`src/axi_rd_demux_pkg.sv`:
```
package axi_rd_demux_pkg;

  // --------------------------------------------------
  // default sizes, overridden from the top level
  // --------------------------------------------------

  // number of master ports behind the demux
  localparam int unsigned NUM_PORTS_DEF  = 4;

  // full AXI ID width on slave and master side
  localparam int unsigned ID_WIDTH_DEF   = 4;

  // low ID bits that index the in-flight counters
  localparam int unsigned LOOK_BITS_DEF  = 2;

  // per-ID bound, counter width is log2 of this
  localparam int unsigned MAX_TRANS_DEF  = 4;

  // address and data bus widths
  localparam int unsigned ADDR_WIDTH_DEF = 32;
  localparam int unsigned DATA_WIDTH_DEF = 32;

  // --------------------------------------------------
  // protocol constants
  // --------------------------------------------------

  // arlen is always 8 bits wide in AXI4
  localparam int unsigned LEN_WIDTH  = 8;

  // rresp width and the codes in use
  localparam int unsigned RESP_WIDTH = 2;
  localparam logic [RESP_WIDTH-1:0] RESP_OKAY   = 2'b00;
  localparam logic [RESP_WIDTH-1:0] RESP_SLVERR = 2'b10;

endpackage

```
`src/ar_route_ctrl.sv`:
```
`timescale 1ns/10ps

module ar_route_ctrl #(
  parameter int unsigned NUM_PORTS = axi_rd_demux_pkg::NUM_PORTS_DEF,
  localparam int unsigned SEL_WIDTH = (NUM_PORTS > 1) ? $clog2(NUM_PORTS) : 1
) (
  input  logic                 clk_i,
  input  logic                 rst_i,
  // slave side AR handshake and port select
  input  logic                 ar_valid_i,
  input  logic [SEL_WIDTH-1:0] ar_select_i,
  output logic                 ar_ready_o,
  // ordering state from the ID counters
  input  logic [SEL_WIDTH-1:0] lookup_select_i,
  input  logic                 lookup_occupied_i,
  input  logic                 full_i,
  output logic                 ar_push_o,
  // master side AR handshake
  output logic [NUM_PORTS-1:0] mst_ar_valid_o,
  input  logic [NUM_PORTS-1:0] mst_ar_ready_i
);

  logic [NUM_PORTS-1:0] sel_onehot;
  logic                 sel_ready;
  logic                 ar_valid;
  logic                 lock_d;
  logic                 lock_q;

  // --------------------------------------------------
  // port decode
  // --------------------------------------------------
  always_comb begin
    for (int unsigned i = 0; i < NUM_PORTS; i++) begin
      sel_onehot[i] = (ar_select_i == SEL_WIDTH'(i));
    end
  end

  // ready of the addressed port only
  assign sel_ready = |(mst_ar_ready_i & sel_onehot);

  // --------------------------------------------------
  // admission and handshake
  // --------------------------------------------------
  always_comb begin
    ar_valid   = 1'b0;
    ar_ready_o = 1'b0;
    ar_push_o  = 1'b0;
    lock_d     = lock_q;
    if (lock_q) begin
      // decision already shown on the master side, just wait for ready
      ar_valid = 1'b1;
      if (sel_ready) begin
        ar_ready_o = 1'b1;
        ar_push_o  = 1'b1;
        lock_d     = 1'b0;
      end
    end else if (!full_i && ar_valid_i &&
                 (!lookup_occupied_i || (ar_select_i == lookup_select_i))) begin
      // ID idle or still heading to the same port
      ar_valid = 1'b1;
      if (sel_ready) begin
        ar_ready_o = 1'b1;
        ar_push_o  = 1'b1;
      end else begin
        // keep valid up even if the counters change meanwhile
        lock_d = 1'b1;
      end
    end
  end

  // valid lock register
  always_ff @(posedge clk_i) begin
    if (rst_i) begin
      lock_q <= 1'b0;
    end else begin
      lock_q <= lock_d;
    end
  end

  // fan the valid out to the chosen port only
  assign mst_ar_valid_o = ar_valid ? sel_onehot : '0;

endmodule

```
`src/axi_rd_demux.sv`:
```
`timescale 1ns/10ps

module axi_rd_demux #(
  parameter int unsigned NUM_PORTS  = axi_rd_demux_pkg::NUM_PORTS_DEF,
  parameter int unsigned ID_WIDTH   = axi_rd_demux_pkg::ID_WIDTH_DEF,
  parameter int unsigned LOOK_BITS  = axi_rd_demux_pkg::LOOK_BITS_DEF,
  parameter int unsigned MAX_TRANS  = axi_rd_demux_pkg::MAX_TRANS_DEF,
  parameter int unsigned ADDR_WIDTH = axi_rd_demux_pkg::ADDR_WIDTH_DEF,
  parameter int unsigned DATA_WIDTH = axi_rd_demux_pkg::DATA_WIDTH_DEF,
  localparam int unsigned SEL_WIDTH = (NUM_PORTS > 1) ? $clog2(NUM_PORTS) : 1
) (
  input  logic                                                   clk_i,
  input  logic                                                   rst_i,
  // slave port AR
  input  logic [ID_WIDTH-1:0]                                    slv_ar_id_i,
  input  logic [ADDR_WIDTH-1:0]                                  slv_ar_addr_i,
  input  logic [axi_rd_demux_pkg::LEN_WIDTH-1:0]                 slv_ar_len_i,
  input  logic [SEL_WIDTH-1:0]                                   slv_ar_select_i,
  input  logic                                                   slv_ar_valid_i,
  output logic                                                   slv_ar_ready_o,
  // slave port R
  output logic [ID_WIDTH-1:0]                                    slv_r_id_o,
  output logic [DATA_WIDTH-1:0]                                  slv_r_data_o,
  output logic [axi_rd_demux_pkg::RESP_WIDTH-1:0]                slv_r_resp_o,
  output logic                                                   slv_r_last_o,
  output logic                                                   slv_r_valid_o,
  input  logic                                                   slv_r_ready_i,
  // master ports AR, payload shared by all ports
  output logic [ID_WIDTH-1:0]                                    mst_ar_id_o,
  output logic [ADDR_WIDTH-1:0]                                  mst_ar_addr_o,
  output logic [axi_rd_demux_pkg::LEN_WIDTH-1:0]                 mst_ar_len_o,
  output logic [NUM_PORTS-1:0]                                   mst_ar_valid_o,
  input  logic [NUM_PORTS-1:0]                                   mst_ar_ready_i,
  // master ports R
  input  logic [NUM_PORTS-1:0][ID_WIDTH-1:0]                     mst_r_id_i,
  input  logic [NUM_PORTS-1:0][DATA_WIDTH-1:0]                   mst_r_data_i,
  input  logic [NUM_PORTS-1:0][axi_rd_demux_pkg::RESP_WIDTH-1:0] mst_r_resp_i,
  input  logic [NUM_PORTS-1:0]                                   mst_r_last_i,
  input  logic [NUM_PORTS-1:0]                                   mst_r_valid_i,
  output logic [NUM_PORTS-1:0]                                   mst_r_ready_o
);

  logic [LOOK_BITS-1:0] ar_look_id;
  logic [LOOK_BITS-1:0] r_look_id;
  logic [SEL_WIDTH-1:0] lookup_select;
  logic                 lookup_occupied;
  logic                 cnt_full;
  logic                 ar_push;

  // --------------------------------------------------
  // AR payload broadcast and ID slices
  // --------------------------------------------------
  assign mst_ar_id_o   = slv_ar_id_i;
  assign mst_ar_addr_o = slv_ar_addr_i;
  assign mst_ar_len_o  = slv_ar_len_i;

  // counters only see the low ID bits
  assign ar_look_id = slv_ar_id_i[LOOK_BITS-1:0];
  assign r_look_id  = slv_r_id_o[LOOK_BITS-1:0];

  // --------------------------------------------------
  // ordering state
  // --------------------------------------------------
  rd_id_counters #(
    .NUM_PORTS (NUM_PORTS),
    .LOOK_BITS (LOOK_BITS),
    .MAX_TRANS (MAX_TRANS)
  ) u_counters (
    .clk_i             (clk_i),
    .rst_i             (rst_i),
    .lookup_id_i       (ar_look_id),
    .lookup_select_o   (lookup_select),
    .lookup_occupied_o (lookup_occupied),
    .full_o            (cnt_full),
    .push_id_i         (ar_look_id),
    .push_select_i     (slv_ar_select_i),
    .push_i            (ar_push),
    .r_id_i            (r_look_id),
    .r_last_i          (slv_r_last_o),
    .r_valid_i         (slv_r_valid_o),
    .r_ready_i         (slv_r_ready_i)
  );

  // --------------------------------------------------
  // AR admission and routing
  // --------------------------------------------------
  ar_route_ctrl #(
    .NUM_PORTS (NUM_PORTS)
  ) u_ar_ctrl (
    .clk_i             (clk_i),
    .rst_i             (rst_i),
    .ar_valid_i        (slv_ar_valid_i),
    .ar_select_i       (slv_ar_select_i),
    .ar_ready_o        (slv_ar_ready_o),
    .lookup_select_i   (lookup_select),
    .lookup_occupied_i (lookup_occupied),
    .full_i            (cnt_full),
    .ar_push_o         (ar_push),
    .mst_ar_valid_o    (mst_ar_valid_o),
    .mst_ar_ready_i    (mst_ar_ready_i)
  );

  // --------------------------------------------------
  // R merge
  // --------------------------------------------------
  r_rr_arbiter #(
    .NUM_PORTS  (NUM_PORTS),
    .ID_WIDTH   (ID_WIDTH),
    .DATA_WIDTH (DATA_WIDTH)
  ) u_r_arb (
    .clk_i         (clk_i),
    .rst_i         (rst_i),
    .mst_r_valid_i (mst_r_valid_i),
    .mst_r_id_i    (mst_r_id_i),
    .mst_r_data_i  (mst_r_data_i),
    .mst_r_resp_i  (mst_r_resp_i),
    .mst_r_last_i  (mst_r_last_i),
    .mst_r_ready_o (mst_r_ready_o),
    .slv_r_valid_o (slv_r_valid_o),
    .slv_r_id_o    (slv_r_id_o),
    .slv_r_data_o  (slv_r_data_o),
    .slv_r_resp_o  (slv_r_resp_o),
    .slv_r_last_o  (slv_r_last_o),
    .slv_r_ready_i (slv_r_ready_i)
  );

endmodule

```
`src/r_rr_arbiter.sv`:
```
`timescale 1ns/10ps

module r_rr_arbiter #(
  parameter int unsigned NUM_PORTS  = axi_rd_demux_pkg::NUM_PORTS_DEF,
  parameter int unsigned ID_WIDTH   = axi_rd_demux_pkg::ID_WIDTH_DEF,
  parameter int unsigned DATA_WIDTH = axi_rd_demux_pkg::DATA_WIDTH_DEF,
  localparam int unsigned SEL_WIDTH = (NUM_PORTS > 1) ? $clog2(NUM_PORTS) : 1
) (
  input  logic                                                   clk_i,
  input  logic                                                   rst_i,
  // R channels of the master ports
  input  logic [NUM_PORTS-1:0]                                   mst_r_valid_i,
  input  logic [NUM_PORTS-1:0][ID_WIDTH-1:0]                     mst_r_id_i,
  input  logic [NUM_PORTS-1:0][DATA_WIDTH-1:0]                   mst_r_data_i,
  input  logic [NUM_PORTS-1:0][axi_rd_demux_pkg::RESP_WIDTH-1:0] mst_r_resp_i,
  input  logic [NUM_PORTS-1:0]                                   mst_r_last_i,
  output logic [NUM_PORTS-1:0]                                   mst_r_ready_o,
  // merged R channel on the slave port
  output logic                                                   slv_r_valid_o,
  output logic [ID_WIDTH-1:0]                                    slv_r_id_o,
  output logic [DATA_WIDTH-1:0]                                  slv_r_data_o,
  output logic [axi_rd_demux_pkg::RESP_WIDTH-1:0]                slv_r_resp_o,
  output logic                                                   slv_r_last_o,
  input  logic                                                   slv_r_ready_i
);

  // round-robin pointer, first port to look at
  logic [SEL_WIDTH-1:0] ptr_q;
  // winner held while the slave side stalls
  logic                 lock_q;
  logic [SEL_WIDTH-1:0] lock_idx_q;

  logic [SEL_WIDTH-1:0] pick;
  logic [SEL_WIDTH-1:0] win;
  logic [SEL_WIDTH-1:0] next_ptr;
  logic                 win_valid;

  // --------------------------------------------------
  // search from the pointer upwards with wrap
  // --------------------------------------------------
  always_comb begin
    logic [SEL_WIDTH-1:0] idx;
    logic                 found;
    idx   = '0;
    found = 1'b0;
    pick  = ptr_q;
    for (int unsigned k = 0; k < NUM_PORTS; k++) begin
      idx = SEL_WIDTH'((32'(ptr_q) + k) % NUM_PORTS);
      if (!found && mst_r_valid_i[idx]) begin
        found = 1'b1;
        pick  = idx;
      end
    end
  end

  // a locked beat wins over a fresh search
  assign win       = lock_q ? lock_idx_q : pick;
  assign win_valid = mst_r_valid_i[win];

  // step past the winner, wrap at the last port
  assign next_ptr = (win == SEL_WIDTH'(NUM_PORTS - 1)) ? '0 : win + SEL_WIDTH'(1);

  // --------------------------------------------------
  // data mux and ready fan-out
  // --------------------------------------------------
  assign slv_r_valid_o = win_valid;
  assign slv_r_id_o    = mst_r_id_i[win];
  assign slv_r_data_o  = mst_r_data_i[win];
  assign slv_r_resp_o  = mst_r_resp_i[win];
  assign slv_r_last_o  = mst_r_last_i[win];

  always_comb begin
    for (int unsigned i = 0; i < NUM_PORTS; i++) begin
      mst_r_ready_o[i] = win_valid && slv_r_ready_i && (win == SEL_WIDTH'(i));
    end
  end

  // --------------------------------------------------
  // pointer and lock-in
  // --------------------------------------------------
  always_ff @(posedge clk_i) begin
    if (rst_i) begin
      ptr_q      <= '0;
      lock_q     <= 1'b0;
      lock_idx_q <= '0;
    end else begin
      lock_q <= win_valid && !slv_r_ready_i;
      if (win_valid && !slv_r_ready_i) begin
        lock_idx_q <= win;
      end
      // advance only on a real transfer
      if (win_valid && slv_r_ready_i) begin
        ptr_q <= next_ptr;
      end
    end
  end

endmodule

```
`src/rd_id_counters.sv`:
```
`timescale 1ns/10ps

module rd_id_counters #(
  parameter int unsigned NUM_PORTS = axi_rd_demux_pkg::NUM_PORTS_DEF,
  parameter int unsigned LOOK_BITS = axi_rd_demux_pkg::LOOK_BITS_DEF,
  parameter int unsigned MAX_TRANS = axi_rd_demux_pkg::MAX_TRANS_DEF,
  localparam int unsigned SEL_WIDTH = (NUM_PORTS > 1) ? $clog2(NUM_PORTS) : 1
) (
  input  logic                 clk_i,
  input  logic                 rst_i,
  // lookup of the AR currently presented
  input  logic [LOOK_BITS-1:0] lookup_id_i,
  output logic [SEL_WIDTH-1:0] lookup_select_o,
  output logic                 lookup_occupied_o,
  output logic                 full_o,
  // push on every AR transfer
  input  logic [LOOK_BITS-1:0] push_id_i,
  input  logic [SEL_WIDTH-1:0] push_select_i,
  input  logic                 push_i,
  // slave side R channel, pops on the last beat
  input  logic [LOOK_BITS-1:0] r_id_i,
  input  logic                 r_last_i,
  input  logic                 r_valid_i,
  input  logic                 r_ready_i
);

  // one counter per value of the looked-up ID bits
  localparam int unsigned NUM_CNT   = 2 ** LOOK_BITS;
  localparam int unsigned CNT_WIDTH = (MAX_TRANS > 1) ? $clog2(MAX_TRANS) : 1;

  // in-flight bursts per ID index
  logic [CNT_WIDTH-1:0] cnt_q [NUM_CNT];
  // port that the open bursts of this ID index went to
  logic [SEL_WIDTH-1:0] sel_q [NUM_CNT];

  logic [NUM_CNT-1:0] push_en;
  logic [NUM_CNT-1:0] pop_en;
  logic [NUM_CNT-1:0] occupied;
  logic [NUM_CNT-1:0] cnt_full;
  logic               pop;

  // --------------------------------------------------
  // lookup
  // --------------------------------------------------
  assign lookup_select_o   = sel_q[lookup_id_i];
  assign lookup_occupied_o = occupied[lookup_id_i];

  // any full counter blocks all new ARs
  assign full_o = |cnt_full;

  // --------------------------------------------------
  // push and pop decode
  // --------------------------------------------------
  // a burst closes when its last beat leaves on the slave side
  assign pop = r_valid_i & r_ready_i & r_last_i;

  always_comb begin
    for (int unsigned i = 0; i < NUM_CNT; i++) begin
      push_en[i] = push_i && (push_id_i == LOOK_BITS'(i));
      pop_en[i]  = pop && (r_id_i == LOOK_BITS'(i));
    end
  end

  // --------------------------------------------------
  // counters and select registers
  // --------------------------------------------------
  for (genvar g = 0; g < NUM_CNT; g++) begin : gen_cnt

    // up on push, down on pop, both at once cancel out
    always_ff @(posedge clk_i) begin
      if (rst_i) begin
        cnt_q[g] <= '0;
      end else if (push_en[g] && !pop_en[g]) begin
        cnt_q[g] <= cnt_q[g] + CNT_WIDTH'(1);
      end else if (pop_en[g] && !push_en[g]) begin
        cnt_q[g] <= cnt_q[g] - CNT_WIDTH'(1);
      end
    end

    // only read while the counter is nonzero
    always_ff @(posedge clk_i) begin
      if (push_en[g]) begin
        sel_q[g] <= push_select_i;
      end
    end

    assign occupied[g] = |cnt_q[g];
    // all ones means MAX_TRANS-1 bursts open
    assign cnt_full[g] = &cnt_q[g];

  end

endmodule

```
`config.mk`:
```
export PLATFORM = sky130hd
export DESIGN_NAME = axi_rd_demux
export DESIGN_NICKNAME = d
export VERILOG_FILES = /design/src/axi_rd_demux_pkg.sv /design/src/ar_route_ctrl.sv /design/src/axi_rd_demux.sv /design/src/r_rr_arbiter.sv /design/src/rd_id_counters.sv
export SDC_FILE = /design/constraint.sdc
export NUM_CORES = 1
export LEC_CHECK = 0
export ABC_AREA = 1
export BUFFER_PORTS_ARGS = -buffer_cell sky130_fd_sc_hd__buf_2
export CAP_MARGIN = 20
export CORE_AREA = 2 2 118 120
export CTS_CLUSTER_DIAMETER = 100
export DETAILED_ROUTE_END_ITERATION = 7
export DIE_AREA = 0 0 120 122
export SKIP_LAST_GASP = 1
export SLEW_MARGIN = 10
export SYNTH_ARGS = -nofsm -noshare
export SYNTH_HDL_FRONTEND = slang
export SYNTH_HIERARCHICAL = 1
export SYNTH_SLANG_ARGS = --single-unit
export TNS_END_PERCENT = 20
```
`constraint.sdc`:
```
create_clock -name clk_i -period 2.8 [get_ports clk_i]
set_input_delay 0.42 -clock clk_i [delete_from_list [all_inputs] [get_ports clk_i]]
set_output_delay 0.42 -clock clk_i [all_outputs]
set_load 0.03 [all_outputs]
```
### After elaboration in Yosys (flattened, before gate mapping)

Memory sizes are Yosys's and may differ from the RTL's.
Index checks and enable logic that the tools add are counted.

* memory bits (writable): 16
* word-level logic and storage cells: 199
* memories: 2
* output and inout port bits: 93
* register bits after elaboration: 6

Memory list
* u_counters.cnt_q: words 4, bits a word 2, rd ports 4, clocked after Yosys merged registers in 0, wr ports 4, line rd_id_counters.sv:32 `logic [CNT_WIDTH-1:0] cnt_q [NUM_CNT];`
* u_counters.sel_q: words 4, bits a word 2, rd ports 1, clocked after Yosys merged registers in 0, wr ports 1, line rd_id_counters.sv:34 `logic [SEL_WIDTH-1:0] sel_q [NUM_CNT];`

* multiplexer cells: 92
* bitwise gates (word level): 11
* order comparisons: 6
* eq/ne operators: 13
* add/subtract/negate cells: 12
* reduce and logical (&&, ||, !) cells: 59

Operators with widths (count)
* $bmux 32 s2: 1
* $mux 1: 59
* $mux 2: 20
* $mux 32: 1
* $logic_and 1x1->1: 27
* $lt 2x3->1 const B: 6
* $eq 2x2->1 const B: 8
* $bmux 1 s2: 7
* $logic_not 1->1: 14
* $reduce_or 2->1: 7
* $add 2x1->2 const B: 6
* $bmux 4 s2: 1
* $eq 2x1->1 const B: 4
* $logic_not 2->1: 4
* $mux 4: 2
* $or 1x1->1: 8
* $reduce_and 2->1: 4
* $reduce_or 4->1: 2
* $sub 2x1->2 const B: 4
* $add 2x2->2 const B: 2
* $and 4x4->4: 1
* $bmux 2 s2: 1
* $and 1x1->1: 2
* $eq 2x2->1: 1
* $logic_or 1x1->1: 1

### Depth between registers and ports, before layout

* depth in word-level cells: 25
* depth in mapped cells: 23
* mapped depth without buffers: 22

### Modules after synthesis

The synthesis kept the hierarchy.

By module, submodules not included
* r_rr_arbiter: area an instance 1836.8 sq um, instances 1, cells an instance 346, seq. area each 100.1 sq um
* rd_id_counters: area an instance 1012.2 sq um, instances 1, cells an instance 122, seq. area each 480.5 sq um
* axi_rd_demux: area an instance 330.3 sq um, instances 1, cells an instance 44, seq. area each 0.0 sq um
* ar_route_ctrl: area an instance 180.2 sq um, instances 1, cells an instance 37, seq. area each 20.0 sq um

### Least setup slack after synthesis

OpenSTA, ideal clock, no wires.

* kind: flip-flop to flip-flop
* start point: register u_r_arb.ptr_q[0]
* end point: memory u_counters/cnt_q[3][0] (netlist bit) (enable)
* path buffers: 3
* path slack: -222 ps
* arrival time: 2772 ps
* data required time: 2551 ps
* stages on the path, launching flop included: 21
* path through: dfxtp_1 buf_6 nand2_1 nand2_1 nand2_1 nand2_1 nand2_1 nor2_1 nand2_1 nand2_1 nand2_2 nand2_2 buf_6 buf_2 nor2_1 o211ai_1 nand3_2 nor2_1 nor2_2 nor2_1 nand2_1

RTL lines
* start: declaration: line r_rr_arbiter.sv:28 `logic [SEL_WIDTH-1:0] ptr_q;`
* start signal: assignment: line r_rr_arbiter.sv:93 `ptr_q <= next_ptr;`
* end: declaration: line rd_id_counters.sv:32

### Final worst setup path

* start point: register u_r_arb.ptr_q[0]
* end point: output port slv_r_data_o[29]

* word-level cells in the longest chain between the ends: 15
* elaborated cells on any way between the ends: 26

RTL lines
* branches (longest 11 deep; another with $add 2x1->2)
* $mux 2 *: line r_rr_arbiter.sv:49 `if (!found && mst_r_valid_i[idx]) begin`
* $mux 2 *: line r_rr_arbiter.sv:57 `assign win = lock_q ? lock_idx_q : pick;`
* $bmux 32 s2 *: line r_rr_arbiter.sv:68 `assign slv_r_data_o = mst_r_data_i[win];`
* $mux 32 (implied by the code) *: line r_rr_arbiter.sv:68
* end: declaration: line axi_rd_demux.sv:23 `output logic [DATA_WIDTH-1:0] slv_r_data_o,`

Every way passes the cells marked *. The select of a mux whose other input is x is not followed.

==> results.py <==
metrics = {
    "routing": {
        "vias_per_cell": 4.69,
        "vias": 4461,
        "first_pass_iters": 5,
        "wirelength_mm": 14.2,
        "wire_per_inst_um": 15.0,
        "antenna_left": 0,
        "drc": 0,
        "drtIter0Drc": 220,
    },
    "place": {
        "gp_congestion": 0.873,
        "placed_cell_area_mm2": 0.00460,
        "dpl_worst_slack_ns": -0.0113,
        "dp_cells": 917,
        "portBuffers": 222,
        "place_hpwl_mm": 11.0,
    },
    "yosys": {
        "yosysSeqAreaShare": 0.179,
        "synth_cell_types": 31,
        "ys_ff_latch": 22,
        "syn_nets": 771,
        "synth_area_mm2": 0.00336,
        "synth.avg_cell_area_um2": 6.12,
        "netlist_instances": 549,
        "ys_warn_count": 6,
    },
    "timing": {
        "tightest_slew_ns": 0.477,
        "skew_ns": 0.00218,
        "hold_viol_final": 0,
        "setup_slack_ns": -0.110,
        "max_freq_ghz": 0.344,
        "post-route-period-util": 1.04,
        "slew_headroom": 0.682,
        "finalCriticalPeriod_ns": 2.91,
        "rsz0062_at_grt": "true",
        "setup-violations-final": 30,
        "final_max_slew_viol_count": 0,
    },
    "cells_and_area": {
        "drive_above_1_share": 0.480,
        "insertedDiodeCount": 0,
        "fin_cells": 951,
        "final_common_cell": "buf_2",
        "syn_to_final_growth_pct": 60.4,
        "final_cell_mix": "203 x buf_2, 89 x nand3_1, 81 x nand2_1, 63 x buf_4, 60 x nor2_1",
        "fillers": 1439,
        "final_nets": 994,
        "final_util": 0.399,
        "design_area_mm2": 0.00539,
    },
    "setup_path": {
        "timing.rr.start": "u_r_arb/ptr_q[0]",
        "end_kind": "primary output",
        "worst-path-max-fanout": 6,
        "critical_path_arrival_ns": 2.49,
        "worstSetupPathType": "flop to primary output",
        "rr_endpoint": "u_counters/cnt_q[0][0]",
        "regToRegSetupSlack_ns": 0.01,
        "rr_worst_depth": 22,
        "cp-start-kind": "flop",
        "crit_required_ns": 2.38,
    },
    "floorplanning": {
        "initial_core_util": 0.249,
        "coreArea_mm2": 0.0135,
        "die_area_mm2": 0.0146,
        "rows": 43,
        "ios": 307,
        "fp.dieW_um": 120,
        "die-height_um": 122,
    },
    "clock_network": {
        "htreeDepth": 1,
        "clkSlewWorstSetupHoldPaths_ns": 0.06,
        "cts_buffer_depth": 2,
        "cts_tree": "built",
        "insertion_delay_ns": 0.25,
        "cts_root_buffer": "clkbuf_16",
        "cts_buffers": 3,
        "postCtsHoldBufs": 0,
        "clock_sinks": 22,
    },
    "global_route": {
        "grt_overflow": 0,
        "antenna_found_initial": 0,
        "grt_pass1_wl_mm": 21.4,
        "grt_pass1_vias": 4256,
        "grt_usage": 0.183,
        "grt_start_max_net_pins": 27,
    },
    "status": {
        "violations": "negative setup slack",
        "status": "finished with violations",
    },
    "min_path": {
        "holdPathEnd": "u_r_arb/ptr_q[0]",
        "hp-class": "input pin to flop",
        "min_path_cells": 2,
        "hp-start": "rst_i",
    },
    "flow_run": {
        "maxCapViolCount": 0,
    },
}
cell type report:
type	instances	area, um^2	share of cell area
flip-flops and latches	22	608	0.113
multi-input cells	403	2260	0.420
clock inverters	1	30.0	0.00557
well taps	180	225	0.0418
inverters	48	210	0.0390
clock buffers	3	75.1	0.0139
repair buffers	294	1980	0.367
per-layer routing:
layer | global-route usage | part of all wire | vias up | wire length (um)
li1 | - | - | 2261 | -
met1 | 0.221 | 0.40 | 2014 | 5680
met2 | 0.321 | 0.50 | 170 | 7120
met3 | 0.0501 | 0.083 | 16 | 1190
met4 | 0.0493 | 0.017 | 0 | 237
met5 | 0 | 0 | - | 0
critical path, cell delays in order, from the launching register on:
cell      delay, ns
dfxtp_4        0.39
buf_6          0.15
nand2_1        0.06
nand2_1        0.06
nand2_1        0.06
nand2_2        0.08
nand2_2        0.07
inv_1          0.07
nand2_2        0.05
nand2_1        0.06
nand2_1        0.05
nand2_2        0.11
nand2_8        0.09
buf_12         0.15
buf_4          0.13
nor2_1         0.28
o211ai_1       0.14
buf_2          0.20
registers in the layout (all words and copies together) (netlist names):
register            cells
u_r_arb/lock_q          1
u_counters/cnt_q        8
u_counters/sel_q        8
u_r_arb/lock_idx_q      2
u_ar_ctrl/lock_q        1
u_r_arb/ptr_q           2
cell families after synthesis:
kind of cell / share of synthesized area
AND/OR/NAND/NOR: 0.409
adder cells (fa/ha/maj): 0.0298
flip-flops: 0.179
AO/OA/AOI/OAI: 0.174
buffers and inverters: 0.209
cell usage after synthesis:
master	count	share of area
inv_1	41	0.046
a21oi_2	1	0.0026
buf_6	5	0.017
nand3b_4	1	0.0060
inv_4	1	0.0019
o22ai_1	2	0.0037
nor2_1	68	0.076
o211ai_1	39	0.087
nor2_2	3	0.0056
o21ai_0	36	0.054
nand3_1	99	0.15
buf_2	21	0.031
nand3b_1	1	0.0022
inv_2	6	0.0067
clkbuf_1	2	0.0022
nand2_2	5	0.0093
buf_4	45	0.10
dfxtp_1	6	0.036
ha_1	8	0.030
o22a_1	1	0.0026
nand3_2	3	0.0089
nand4_1	10	0.019
a21oi_1	7	0.010
buf_1	1	0.0011
edfxtp_1	16	0.14
o21ai_1	9	0.013
nand2_4	1	0.0034
nand3_4	2	0.010
nand2_1	104	0.12
clkbuf_2	2	0.0030
nor3_1	3	0.0045
what timing repair did:
item                                    in CTS  in global routing
pin swaps                                   19                 28
setup buffers                               12                 14
endpoints found under the setup margin      46                 60
gates resized for setup                     51                 59
gates cloned                                 4                  3
stage by stage:
step                      hold WS [ns]  setup TNS, ns
after floorplan                  0.482          -1.00
after global placement           0.511              0
after detailed placement         0.518        -0.0225
after CTS                        0.487         -0.458
after global routing             0.497         -11.34
final                            0.476         -0.791
worst max path at each step:
| stage | cells after the start | slack, ns | to | from |
|---|---|---|---|---|
| after floorplan | 19 | -0.12 | u_counters/cnt_q[1][0] | u_r_arb/ptr_q[0] |
| after global placement | 23 | 0.02 | u_counters/cnt_q[2][0] | mst_r_valid_i[1] |
| after detailed placement | 21 | -0.01 | u_counters/cnt_q[2][1] | mst_r_valid_i[2] |
| after CTS | 17 | -0.06 | slv_r_data_o[28] | u_r_arb/ptr_q[0] |
| after global routing | 22 | -0.26 | u_counters/cnt_q[0][1] | u_r_arb/ptr_q[0] |
| final | 17 | -0.11 | slv_r_data_o[29] | u_r_arb/ptr_q[0] |
Power is left out: the tool's default activity adds up to more than one toggle a clock period on the data nets, which glitch-free logic cannot reach.
